==> config.mk <==
export PLATFORM = sky130hd
export DESIGN_NAME = ex_stage
export DESIGN_NICKNAME = d
export VERILOG_FILES = /design/src/hw/ex_pkg.sv /design/src/hw/ex_alu.sv /design/src/hw/ex_mult.sv /design/src/hw/ex_stage.sv /design/src/hw/ex_wb_reg.sv
export SDC_FILE = /design/constraint.sdc
export NUM_CORES = 2
export LEC_CHECK = 0
export BUFFER_PORTS_ARGS = -buffer_cell sky130_fd_sc_hd__buf_4
export CORE_MARGIN = 8
export CORE_UTILIZATION = 55
export DETAILED_ROUTE_END_ITERATION = 7
export PLACE_DENSITY = 0.81
export SLEW_MARGIN = 15
export SYNTH_ARGS = -nofsm -noshare
export SYNTH_HDL_FRONTEND = slang
export SYNTH_SLANG_ARGS = --single-unit
==> constraint.sdc <==
create_clock -name clk -period 9.43 [get_ports clk]
set_input_delay 1.886 -clock clk [delete_from_list [all_inputs] [get_ports clk]]
set_output_delay 1.886 -clock clk [all_outputs]
set_load 0.01 [all_outputs]
==> src/hw/ex_pkg.sv <==
//////////////////////////////////////////////////
// Shared types for the execute stage
// Data word, register address and accumulator types
// ALU and multiplier operator encodings
// Multiplier chunk width and step count
//////////////////////////////////////////////////

package ex_pkg;

  // Operand, result and program counter word
  typedef logic [31:0] word_t;

  // Register file address
  typedef logic [4:0] rf_addr_t;

  // Full product accumulator
  typedef logic [63:0] dword_t;

  // ALU operators, arithmetic and logic first, branch compares last
  typedef enum logic [3:0] {
    ALU_ADD  = 4'd0,
    ALU_SUB  = 4'd1,
    ALU_AND  = 4'd2,
    ALU_OR   = 4'd3,
    ALU_XOR  = 4'd4,
    ALU_SLL  = 4'd5,
    ALU_SRL  = 4'd6,
    ALU_SRA  = 4'd7,
    ALU_SLT  = 4'd8,
    ALU_SLTU = 4'd9,
    ALU_EQ   = 4'd10,
    ALU_NE   = 4'd11,
    ALU_LT   = 4'd12,
    ALU_GE   = 4'd13,
    ALU_LTU  = 4'd14,
    ALU_GEU  = 4'd15
  } alu_op_e;

  // Multiplier operators
  typedef enum logic [1:0] {
    MUL_MUL    = 2'd0,
    MUL_MULH   = 2'd1,
    MUL_MULHSU = 2'd2,
    MUL_MULHU  = 2'd3
  } mul_op_e;

  // Operand b bits consumed per multiplier cycle
  localparam int MUL_CHUNK_W = 8;
  // Accumulate cycles per multiply
  localparam int MUL_STEPS   = 32 / MUL_CHUNK_W;

endpackage

==> src/hw/ex_alu.sv <==
//////////////////////////////////////////////////
// Single-cycle integer ALU
// Add, subtract, logic, shifts, set-less-than
// Branch comparison flag for the six branch types
//////////////////////////////////////////////////

module ex_alu (
  input  ex_pkg::alu_op_e operator_i,
  input  ex_pkg::word_t   operand_a_i,
  input  ex_pkg::word_t   operand_b_i,
  output ex_pkg::word_t   result_o,
  output logic            cmp_result_o
);

  // Adder path
  logic          is_sub;
  ex_pkg::word_t adder_b;
  ex_pkg::word_t adder_result;

  // Comparator path
  logic          is_equal;
  logic          is_less_s;
  logic          is_less_u;

  // Shifter path
  logic [4:0]    shamt;
  ex_pkg::word_t shift_left;
  ex_pkg::word_t shift_right_l;
  ex_pkg::word_t shift_right_a;

  //////////////////////////////////////////////////
  // Adder
  //////////////////////////////////////////////////

  // Only SUB takes the two's complement of operand b
  assign is_sub       = (operator_i == ex_pkg::ALU_SUB);
  assign adder_b      = is_sub ? ~operand_b_i : operand_b_i;
  assign adder_result = operand_a_i + adder_b + {31'b0, is_sub};

  //////////////////////////////////////////////////
  // Comparisons
  //////////////////////////////////////////////////

  // Computed once, shared by SLT/SLTU and all branches
  assign is_equal  = (operand_a_i == operand_b_i);
  assign is_less_s = ($signed(operand_a_i) < $signed(operand_b_i));
  assign is_less_u = (operand_a_i < operand_b_i);

  always_comb begin
    unique case (operator_i)
      ex_pkg::ALU_EQ:                   cmp_result_o = is_equal;
      ex_pkg::ALU_NE:                   cmp_result_o = ~is_equal;
      ex_pkg::ALU_LT, ex_pkg::ALU_SLT:  cmp_result_o = is_less_s;
      ex_pkg::ALU_GE:                   cmp_result_o = ~is_less_s;
      ex_pkg::ALU_LTU, ex_pkg::ALU_SLTU: cmp_result_o = is_less_u;
      ex_pkg::ALU_GEU:                  cmp_result_o = ~is_less_u;
      default:                          cmp_result_o = 1'b0;
    endcase
  end

  //////////////////////////////////////////////////
  // Shifter
  //////////////////////////////////////////////////

  // Shift amount from the low five bits of operand b
  assign shamt         = operand_b_i[4:0];
  assign shift_left    = operand_a_i << shamt;
  assign shift_right_l = operand_a_i >> shamt;
  assign shift_right_a = $signed(operand_a_i) >>> shamt;

  // Result select
  always_comb begin
    unique case (operator_i)
      ex_pkg::ALU_AND:  result_o = operand_a_i & operand_b_i;
      ex_pkg::ALU_OR:   result_o = operand_a_i | operand_b_i;
      ex_pkg::ALU_XOR:  result_o = operand_a_i ^ operand_b_i;
      ex_pkg::ALU_SLL:  result_o = shift_left;
      ex_pkg::ALU_SRL:  result_o = shift_right_l;
      ex_pkg::ALU_SRA:  result_o = shift_right_a;
      // Compare flag, zero-extended
      ex_pkg::ALU_SLT,
      ex_pkg::ALU_SLTU: result_o = {31'b0, cmp_result_o};
      // ADD, SUB and the branch operators give the sum
      default:          result_o = adder_result;
    endcase
  end

endmodule

==> src/hw/ex_mult.sv <==
//////////////////////////////////////////////////
// Iterative 32x32 multiplier
// One operand b chunk per cycle into a 64-bit sum
// MUL, MULH, MULHSU and MULHU with valid/ready
//////////////////////////////////////////////////

module ex_mult (
  input  logic            clk,
  input  logic            rst_n,
  input  ex_pkg::mul_op_e operator_i,
  input  ex_pkg::word_t   op_a_i,
  input  ex_pkg::word_t   op_b_i,
  input  logic            valid_i,
  input  logic            ready_i,
  output ex_pkg::word_t   result_o,
  output logic            ready_o,
  output logic            valid_o
);

  // Step counter and completion flag
  logic [$clog2(ex_pkg::MUL_STEPS)-1:0] cnt_q;
  logic                                 done_q;
  logic                                 last_step;

  // Operand signedness
  logic sign_a;
  logic sign_b;

  // Partial product datapath
  logic signed [32:0]                        a_ext;
  logic        [ex_pkg::MUL_CHUNK_W-1:0]     b_slice;
  logic signed [ex_pkg::MUL_CHUNK_W:0]       b_chunk;
  logic signed [32+ex_pkg::MUL_CHUNK_W+1:0]  pp;
  logic signed [63:0]                        pp_ext;
  logic signed [63:0]                        pp_shifted;
  ex_pkg::dword_t                            acc_q;
  ex_pkg::dword_t                            acc_base;

  // a is signed for MULH and MULHSU, b only for MULH
  // MUL takes the low word, which does not depend on signedness
  assign sign_a = (operator_i == ex_pkg::MUL_MULH) || (operator_i == ex_pkg::MUL_MULHSU);
  assign sign_b = (operator_i == ex_pkg::MUL_MULH);

  assign last_step = (cnt_q == ex_pkg::MUL_STEPS - 1);

  //////////////////////////////////////////////////
  // Partial product
  //////////////////////////////////////////////////

  always_comb begin
    a_ext   = {sign_a & op_a_i[31], op_a_i};
    b_slice = op_b_i[cnt_q*ex_pkg::MUL_CHUNK_W +: ex_pkg::MUL_CHUNK_W];
    // Top slice carries the negative weight for a signed b
    b_chunk = {sign_b & last_step & op_b_i[31], b_slice};
    pp      = a_ext * b_chunk;
    // Sign extend, then weight by the chunk position
    pp_ext     = pp;
    pp_shifted = pp_ext <<< (cnt_q * ex_pkg::MUL_CHUNK_W);
  end

  // First step starts from an empty sum
  assign acc_base = (cnt_q == '0) ? '0 : acc_q;

  // Accumulator, written on each active step
  always_ff @(posedge clk) begin
    if (valid_i && !done_q) begin
      acc_q <= acc_base + pp_shifted;
    end
  end

  //////////////////////////////////////////////////
  // Step control
  //////////////////////////////////////////////////

  always_ff @(posedge clk or negedge rst_n) begin
    if (!rst_n) begin
      cnt_q  <= '0;
      done_q <= 1'b0;
    end else if (!valid_i) begin
      // Killed or halted, drop the partial product
      cnt_q  <= '0;
      done_q <= 1'b0;
    end else if (done_q) begin
      // Hold the result until the consumer takes it
      if (ready_i) begin
        done_q <= 1'b0;
        cnt_q  <= '0;
      end
    end else if (last_step) begin
      done_q <= 1'b1;
      cnt_q  <= '0;
    end else begin
      cnt_q <= cnt_q + 1'b1;
    end
  end

  // Handshake
  assign valid_o = done_q;
  assign ready_o = !valid_i || (valid_o && ready_i);

  // Low word for MUL, high word otherwise
  assign result_o = (operator_i == ex_pkg::MUL_MUL) ? acc_q[31:0] : acc_q[63:32];

endmodule

==> src/hw/ex_stage.sv <==
//////////////////////////////////////////////////
// Execute stage top
// Kill/halt gating and write-data forwarding mux
// Stage ready/valid, ALU, multiplier, EX/WB register
//////////////////////////////////////////////////

module ex_stage (
  input  logic             clk,
  input  logic             rst_n,

  // From the issuing stage
  input  logic             instr_valid_i,
  input  logic             alu_en_i,
  input  logic             mul_en_i,
  input  ex_pkg::alu_op_e  alu_operator_i,
  input  ex_pkg::word_t    alu_operand_a_i,
  input  ex_pkg::word_t    alu_operand_b_i,
  input  ex_pkg::mul_op_e  mul_operator_i,
  input  ex_pkg::word_t    mul_operand_a_i,
  input  ex_pkg::word_t    mul_operand_b_i,
  input  logic             rf_we_i,
  input  ex_pkg::rf_addr_t rf_waddr_i,
  input  ex_pkg::word_t    pc_i,
  input  logic             alu_bch_i,
  input  logic             alu_jmp_i,

  // From the controller
  input  logic             kill_ex_i,
  input  logic             halt_ex_i,

  // Stage handshake
  input  logic             wb_ready_i,
  output logic             ex_ready_o,
  output logic             ex_valid_o,

  // Branch decision and forwarding value
  output logic             branch_decision_o,
  output ex_pkg::word_t    rf_wdata_o,

  // Registered write-back outputs
  output logic             wb_instr_valid_o,
  output logic             wb_rf_we_o,
  output ex_pkg::rf_addr_t wb_rf_waddr_o,
  output ex_pkg::word_t    wb_rf_wdata_o,
  output ex_pkg::word_t    wb_pc_o,
  output logic             wb_bch_taken_o,
  output logic             wb_jmp_o
);

  // Gated valid and unit handshakes
  logic          instr_valid;
  logic          mul_valid_in;
  logic          mul_ready;
  logic          mul_valid;

  // Unit results
  ex_pkg::word_t alu_result;
  logic          alu_cmp_result;
  ex_pkg::word_t mul_result;

  // Control flow flags qualified by the ALU enable
  logic          bch_qual;
  logic          jmp_qual;

  // Neither killed nor halted
  assign instr_valid  = instr_valid_i && !kill_ex_i && !halt_ex_i;
  // Kill or halt drops the multiplier back to idle
  assign mul_valid_in = mul_en_i && instr_valid;

  // Forwarding mux, also feeds the WB register
  assign rf_wdata_o        = mul_en_i ? mul_result : alu_result;
  assign branch_decision_o = alu_cmp_result;

  assign bch_qual = alu_bch_i && alu_en_i;
  assign jmp_qual = alu_jmp_i && alu_en_i;

  //////////////////////////////////////////////////
  // Stage handshake
  //////////////////////////////////////////////////

  // ALU is always done in one cycle, multiply waits for its unit
  assign ex_valid_o = instr_valid && (alu_en_i || (mul_en_i && mul_valid));
  // Kill frees the stage at once, halt blocks it
  assign ex_ready_o = kill_ex_i || (wb_ready_i && mul_ready && !halt_ex_i);

  //////////////////////////////////////////////////
  // Functional units and EX/WB register
  //////////////////////////////////////////////////

  ex_alu u_alu (
    .operator_i   (alu_operator_i),
    .operand_a_i  (alu_operand_a_i),
    .operand_b_i  (alu_operand_b_i),
    .result_o     (alu_result),
    .cmp_result_o (alu_cmp_result)
  );

  ex_mult u_mult (
    .clk        (clk),
    .rst_n      (rst_n),
    .operator_i (mul_operator_i),
    .op_a_i     (mul_operand_a_i),
    .op_b_i     (mul_operand_b_i),
    .valid_i    (mul_valid_in),
    .ready_i    (wb_ready_i),
    .result_o   (mul_result),
    .ready_o    (mul_ready),
    .valid_o    (mul_valid)
  );

  ex_wb_reg u_wb_reg (
    .clk               (clk),
    .rst_n             (rst_n),
    .ex_valid_i        (ex_valid_o),
    .wb_ready_i        (wb_ready_i),
    .rf_we_i           (rf_we_i),
    .rf_waddr_i        (rf_waddr_i),
    .rf_wdata_i        (rf_wdata_o),
    .pc_i              (pc_i),
    .bch_i             (bch_qual),
    .jmp_i             (jmp_qual),
    .branch_decision_i (branch_decision_o),
    .wb_instr_valid_o  (wb_instr_valid_o),
    .wb_rf_we_o        (wb_rf_we_o),
    .wb_rf_waddr_o     (wb_rf_waddr_o),
    .wb_rf_wdata_o     (wb_rf_wdata_o),
    .wb_pc_o           (wb_pc_o),
    .wb_bch_taken_o    (wb_bch_taken_o),
    .wb_jmp_o          (wb_jmp_o)
  );

endmodule

==> src/hw/ex_wb_reg.sv <==
//////////////////////////////////////////////////
// EX/WB pipeline register
// Transfer on valid and ready, bubble when empty
// Holds every output under back-pressure
//////////////////////////////////////////////////

module ex_wb_reg (
  input  logic             clk,
  input  logic             rst_n,
  input  logic             ex_valid_i,
  input  logic             wb_ready_i,
  input  logic             rf_we_i,
  input  ex_pkg::rf_addr_t rf_waddr_i,
  input  ex_pkg::word_t    rf_wdata_i,
  input  ex_pkg::word_t    pc_i,
  input  logic             bch_i,
  input  logic             jmp_i,
  input  logic             branch_decision_i,
  output logic             wb_instr_valid_o,
  output logic             wb_rf_we_o,
  output ex_pkg::rf_addr_t wb_rf_waddr_o,
  output ex_pkg::word_t    wb_rf_wdata_o,
  output ex_pkg::word_t    wb_pc_o,
  output logic             wb_bch_taken_o,
  output logic             wb_jmp_o
);

  logic transfer;
  logic bubble;

  // Instruction moves to WB
  assign transfer = ex_valid_i && wb_ready_i;
  // WB is free but EX has nothing to give
  assign bubble   = !ex_valid_i && wb_ready_i;

  always_ff @(posedge clk or negedge rst_n) begin
    if (!rst_n) begin
      wb_instr_valid_o <= 1'b0;
      wb_rf_we_o       <= 1'b0;
      wb_rf_waddr_o    <= '0;
      wb_rf_wdata_o    <= '0;
      wb_pc_o          <= '0;
      wb_bch_taken_o   <= 1'b0;
      wb_jmp_o         <= 1'b0;
    end else if (transfer) begin
      wb_instr_valid_o <= 1'b1;
      wb_rf_we_o       <= rf_we_i;
      // Write address and data only move with a write
      if (rf_we_i) begin
        wb_rf_waddr_o <= rf_waddr_i;
        wb_rf_wdata_o <= rf_wdata_i;
      end
      wb_pc_o        <= pc_i;
      // Taken only for a branch whose compare passed
      wb_bch_taken_o <= bch_i && branch_decision_i;
      wb_jmp_o       <= jmp_i;
    end else if (bubble) begin
      // Empty slot, no write and no control flow change
      wb_instr_valid_o <= 1'b0;
      wb_rf_we_o       <= 1'b0;
      wb_bch_taken_o   <= 1'b0;
      wb_jmp_o         <= 1'b0;
    end
    // wb_ready_i low: everything holds
  end

endmodule

---- Yosys cells after proc, flatten, opt, wreduce, memory -nomap -nowiden ----
Index checks and enable logic that the tools add are counted.
cells by class
  div/mod/pow operators ................... 0
  eq/ne operators ......................... 20
  bitwise logic cells ..................... 10
  reduce and logical (&&, ||, !) cells .... 30
  $mul .................................... 1
  shifts and indexed selects .............. 5
  $lt $le $gt $ge ......................... 2
  $add $sub $neg .......................... 4
  mux-type cells .......................... 19
operators with widths
  cell                  count
  $pmux W32 S7          1
  $mux W32              3
  $add A64 B64 Y64      1
  $lt A32 B32 Y1        2
  $mux W64              1
  $sshl A42 B5 Y64      1
  $mul A33 B9 Y42       1
  $add A32 B1 Y32       1
  $add A32 B32 Y32      1
  $and A32 B32 Y32      1
  $eq A32 B32 Y1        1
  $eq A4 B4 Y1 const B  8
  $not A32 Y32          1
  $or A32 B32 Y32       1
  $shiftx A32 B6 Y8     1
  $shl A32 B5 Y32       1
  $shr A32 B5 Y32       1
  $sshr A32 B5 Y32      1
  $xor A32 B32 Y32      1
  $eq A4 B3 Y1 const B  4
  $logic_and A1 B1 Y1   14
  $mux W1               9
  $eq A4 B2 Y1 const B  2
  $mux W2               4
  14 further kinds      29
word-level totals
  output and inout bits ................... 108
  latch bits .............................. 0
  memory bits (read-only) ................. 0
  bits in writable memories ............... 0
  register bits ........................... 140
  memories ................................ 0
  word-level logic and storage cells ...... 101

---- Longest topological paths before layout ----
  word-level depth ........................ 9
  gate-level depth with buffers ........... 38

---- By module ----
A second synthesis with hierarchy kept.
second synthesis, totals
  cell total of the unflattened synthesis .. 3220
  area, all modules ....................... 28791.4 um^2
by module, submodules not included
  module     area each (um^2)  cells each  sequential area each (um^2)  times used
  ex_mult    17300.3           1944        1996.9                       1
  ex_alu     8121.5            1072        0.0                          1
  ex_wb_reg  2790.2            161         1826.8                       1
  ex_stage   579.3             43          0.0                          1

---- Worst setup path before layout ----
Ideal clock, no wire load.
  path type ............................... in2reg
  from .................................... input port mul_operand_b_i[25]
  to ...................................... register u_mult.acc_q[63], data pin
  path slack .............................. -0.478 ns
  buffers on the path ..................... 1
  data required time ...................... 9.162 ns
  stages .................................. 31
  data arrival time ....................... 9.640 ns
  cell sequence ........................... mux4_2 clkbuf_1 nand2_1 fa_1 inv_1 fa_1 fa_1 fa_1 inv_1 fa_1 inv_1 ha_1 o21ai_0 nor4_1 o31ai_1 a211o_1 and2_1 o21ai_0 xor2_1 mux2i_1 mux2i_1 ha_1 a21o_1 or4_1 o21a_1 a21oi_2 o41ai_4 a41oi_2 o21ai_2 a21oi_1 xnor3_1
between the ends
  longest elaborated chain between the ends .. 4
RTL lines
  element                 RTL line        text
  start: declaration      ex_stage.sv:20  input ex_pkg::word_t mul_operand_b_i,
  $shiftx A32 B6 Y8       ex_mult.sv:52   b_slice = op_b_i[cnt_q*ex_pkg::MUL_CHUNK_W +: ex_pkg::MUL_CHUNK_W];
  $mul A33 B9 Y42         ex_mult.sv:55   pp = a_ext * b_chunk;
  $sshl A42 B5 Y64        ex_mult.sv:58   pp_shifted = pp_ext <<< (cnt_q * ex_pkg::MUL_CHUNK_W);
  $add A64 B64 Y64        ex_mult.sv:67   acc_q <= acc_base + pp_shifted;
  end signal: assignment  ex_mult.sv:67
  end: declaration        ex_mult.sv:36   ex_pkg::dword_t acc_q;
Every way passes these cells.
A chain may end at the register's enable or synchronous reset.

---- Final worst setup path ----
  from .................................... input port mul_operand_b_i[29]
  to ...................................... register u_mult.acc_q[56], data pin
The elaborated chain is that of the path after synthesis.

==> results.sh <==
export IMPL_status="finished, violations left"
export IMPL_violations="negative setup slack"
export IMPL_yosysWarnings=0
export IMPL_synth_fp_nets=4008
export IMPL_ys_flop_type="dfrtp_1"
export IMPL_crit_top_cell="fa_1"
export IMPL_via_per_inst=6.41
export IMPL_rr_worst_depth=35
export IMPL_coreArea_mm2=0.0511
export IMPL_ioPinCount=290
export IMPL_cts_tree="yes"
export IMPL_final_area_mm2=0.0368
export IMPL_skew_ns=0.0120
export IMPL_r2r_end="u_mult.acc_q[62]$_DFFE_PP_"
export IMPL_slowest_stage="fa_1"
export IMPL_synth_cells=3304
export IMPL_seq_area_frac_synth=0.135
export IMPL_cts_root_buf="clkbuf_16"
export IMPL_first_iter_violations=3881
export IMPL_path_clk_slew_ns=0.07
export IMPL_final_min_clock_period_ns=9.81
export IMPL_avgSynthCellArea_um2=8.58
export IMPL_critical_path_endpoint_type="register"
export IMPL_rsz0062_at_grt="true"
export IMPL_critPathLaunchType="primary input"
export IMPL_rows=83
export IMPL_die_area_mm2=0.0591
export IMPL_ys_seq_elements=140
export IMPL_grt_max_degree=71
export IMPL_gp_congestion=1.00
export IMPL_first_pass_iters=7
export IMPL_min_from="u_wb_reg.wb_pc_o[14]$_DFFE_PN0P_"
export IMPL_fp_dieH_um=243
export IMPL_crit_type="primary input to register"
export IMPL_max_stage_delay_ns=0.56
export IMPL_ctsHtreeMaxLevel=4
export IMPL_ant_nets=0
export IMPL_grtUsageTotal=0.350
export IMPL_relSlewSlack=0.207
export IMPL_setup_viol_count_final=21
export IMPL_fp_dieW_um=243
export IMPL_drive_gt1_frac=0.310
export IMPL_hpwlAfterDp_mm=81.0
export IMPL_fin_util=0.721
export IMPL_synth_edff_count=64
export IMPL_synth_top_area_frac=0.170
export IMPL_cp_top_family="adder cells"
export IMPL_path_buf_inv=6
export IMPL_reg2reg_setup_slack_ns=0.34
export IMPL_portBuffers=289
export IMPL_final_max_slew_viol_count=0
export IMPL_hold_violations=0
export IMPL_ys_async_sr_fraction=0.543
export IMPL_netlist_area_mm2=0.0284
export IMPL_fin_nets=4662
export IMPL_synthTopCellsByArea="fa_1, ha_1, edfxtp_1, dfrtp_1, mux4_2"
export IMPL_setup_slack_ns=-0.376
export IMPL_cap_violations=0
export IMPL_initial_utilization=0.555
export IMPL_drc=0
export IMPL_fillCellCount=3568
export IMPL_critPathMaxFanout=5
export IMPL_whs_endpoint="u_wb_reg.wb_pc_o[14]$_DFFE_PN0P_"
export IMPL_wl_mm=112
export IMPL_synth_cell_type_count=93
export IMPL_post_route_period_util=1.04
export IMPL_grt_pass1_wl_mm=165
export IMPL_yosys_area_top_type="fa_1"
export IMPL_wl_per_cell_um=24.1
export IMPL_cts_buffers=17
export IMPL_hold_buffers=0
export IMPL_via_count=29825
export IMPL_timing_hold_ws_ns=0.483
export IMPL_fin_cells=4651
export IMPL_placed_area_mm2=0.0344
export IMPL_syn_to_final_growth_pct=29.9
export IMPL_insertion_delay_ns=0.46
export IMPL_cts_sinks=140
export IMPL_crit_required_ns=9.63
export IMPL_worst_pin_slew_ns=1.19
export IMPL_first_global_vias=29286
export IMPL_hold_depth=2
export IMPL_cts_buffer_depth=2
export IMPL_antenna_found_initial=3
export IMPL_clock_fmax_mhz=102
export IMPL_placed_cells=4554
export IMPL_grt_ovfl_total=0
export IMPL_cp_arrival_ns=10.01
export IMPL_r2r_start="u_mult.cnt_q[0]$_DFFE_PN0P_"
export IMPL_min_path_type="register to register"
export IMPL_diodes=0
## logic make-up (layout without fill, tap and decap cells)
group | after synthesis | in the layout | synth area share
AND/OR/NAND/NOR | 1078 | 1078 | 0.183
AO/OA/AOI/OAI | 752 | 752 | 0.173
adder cells (fa/ha/maj) | 522 | 522 | 0.294
buffers and inverters | 442 | 1108 | 0.0599
multiplexers | 210 | 211 | 0.106
XOR/XNOR | 160 | 160 | 0.0499
flip-flops | 140 | 140 | 0.135
## synth_stat cells, drive strengths merged (7+ instances only)
cell type  instances
fa               241
or4                7
nand4             30
clkbuf           145
xor2              41
o211ai            29
a22oi             23
nor4              13
nand2            385
o22ai             10
nand2b            21
a21o              71
and2             179
nor2             225
ha               281
nor2b             82
o21ai            141
or3               16
a21boi             7
a221oi            14
edfxtp            64
a211oi            24
a21oi            240
a31o               9
xnor2            118
mux2i             88
mux4              66
buf               39
nand3             39
a2111oi            8
dfrtp             76
o41ai              7
nor3              45
o21bai            28
a22o               7
mux2              56
o21a              25
o31ai             24
inv              257
a31oi             26
and3              18
## per-layer routing
metal  vias up  GRT usage  share of wire
met4         8      0.154          0.057
met2      2185      0.529           0.44
met3       465      0.111           0.13
met5         -     0.0101         0.0010
li1      12809          -              -
met1     14358      0.455           0.37
## worst register-to-register path, delay by kind of cell, from the launching register on
kind	cells	cell delay [ns]
AOI/OAI and AO/OA	12	2.40
xor gates and xnor gates	2	0.34
adders and majority gates	7	2.72
buffers and inverters	6	1.01
DFF	1	0.68
muxes	2	0.76
and+or+nand+nor	6	0.95
## placed cells by master (no fill, tap or decap), types with 70 or more instances in the layout
cell     instances
fa_1           229
nand2_1        375
a21o_1          70
a21oi_1        203
nor2b_1         80
dfrtp_1         74
mux2i_1         78
nor2_1         213
buf_4          779
ha_1           248
inv_1          247
and2_1         161
xnor2_1        109
o21ai_0        110
## area by class of cell
class / count / area [um^2] / share of cell area
clock buffers: 18 / 429 / 0.0117
clock inverters: 14 / 183 / 0.00496
inverters: 258 / 968 / 0.0263
multi-input cells: 2723 / 24200 / 0.658
flip-flops and latches: 140 / 3830 / 0.104
well taps: 680 / 851 / 0.0231
repair buffers: 818 / 6330 / 0.172
## registers in the layout, indices dropped and copies added, names as in the netlist
signal,cells
u_wb_reg.wb_instr_valid_o,1
u_wb_reg.wb_rf_we_o,1
u_wb_reg.wb_bch_taken_o,1
u_mult.cnt_q,2
u_wb_reg.wb_rf_waddr_o,5
u_wb_reg.wb_rf_wdata_o,32
u_wb_reg.wb_jmp_o,1
u_wb_reg.wb_pc_o,32
u_mult.valid_o,1
u_mult.acc_q,64
## worst max-delay path by stage
stage | from | to | slack [ns] | cells after the start
detailed placement | mul_operator_i[1] | u_mult.acc_q[56]$_DFFE_PP_ | -1.18 | 38
global route | mul_operand_b_i[30] | u_mult.acc_q[62]$_DFFE_PP_ | -0.61 | 34
floorplan | mul_operand_b_i[29] | u_mult.acc_q[63]$_DFFE_PP_ | -0.14 | 31
CTS | mul_operand_b_i[29] | u_mult.acc_q[63]$_DFFE_PP_ | -0.21 | 33
global placement | mul_operator_i[1] | u_mult.acc_q[63]$_DFFE_PP_ | -0.98 | 38
finish | mul_operand_b_i[29] | u_mult.acc_q[56]$_DFFE_PP_ | -0.38 | 35
## metrics by stage
step / TNS [ns] / worst slack (ns)
2_1_floorplan: -0.332 / -0.143
3_3_place_gp: -23.13 / -0.976
3_5_place_dp: -27.15 / -1.18
4_1_cts: -2.33 / -0.208
5_1_grt: -10.54 / -0.610
6_report: -4.81 / -0.376
## what timing repair did
action,4_1_cts,5_1_grt
gates cloned,2,0
pin swaps,66,98
gates resized for setup,107,183
endpoints found under the setup margin,31,38
setup buffers,24,47
hold endpoints to repair,0,0
Power is left out: the tool's default activity adds up to more than one toggle a clock period on the data nets, which glitch-free logic cannot reach.
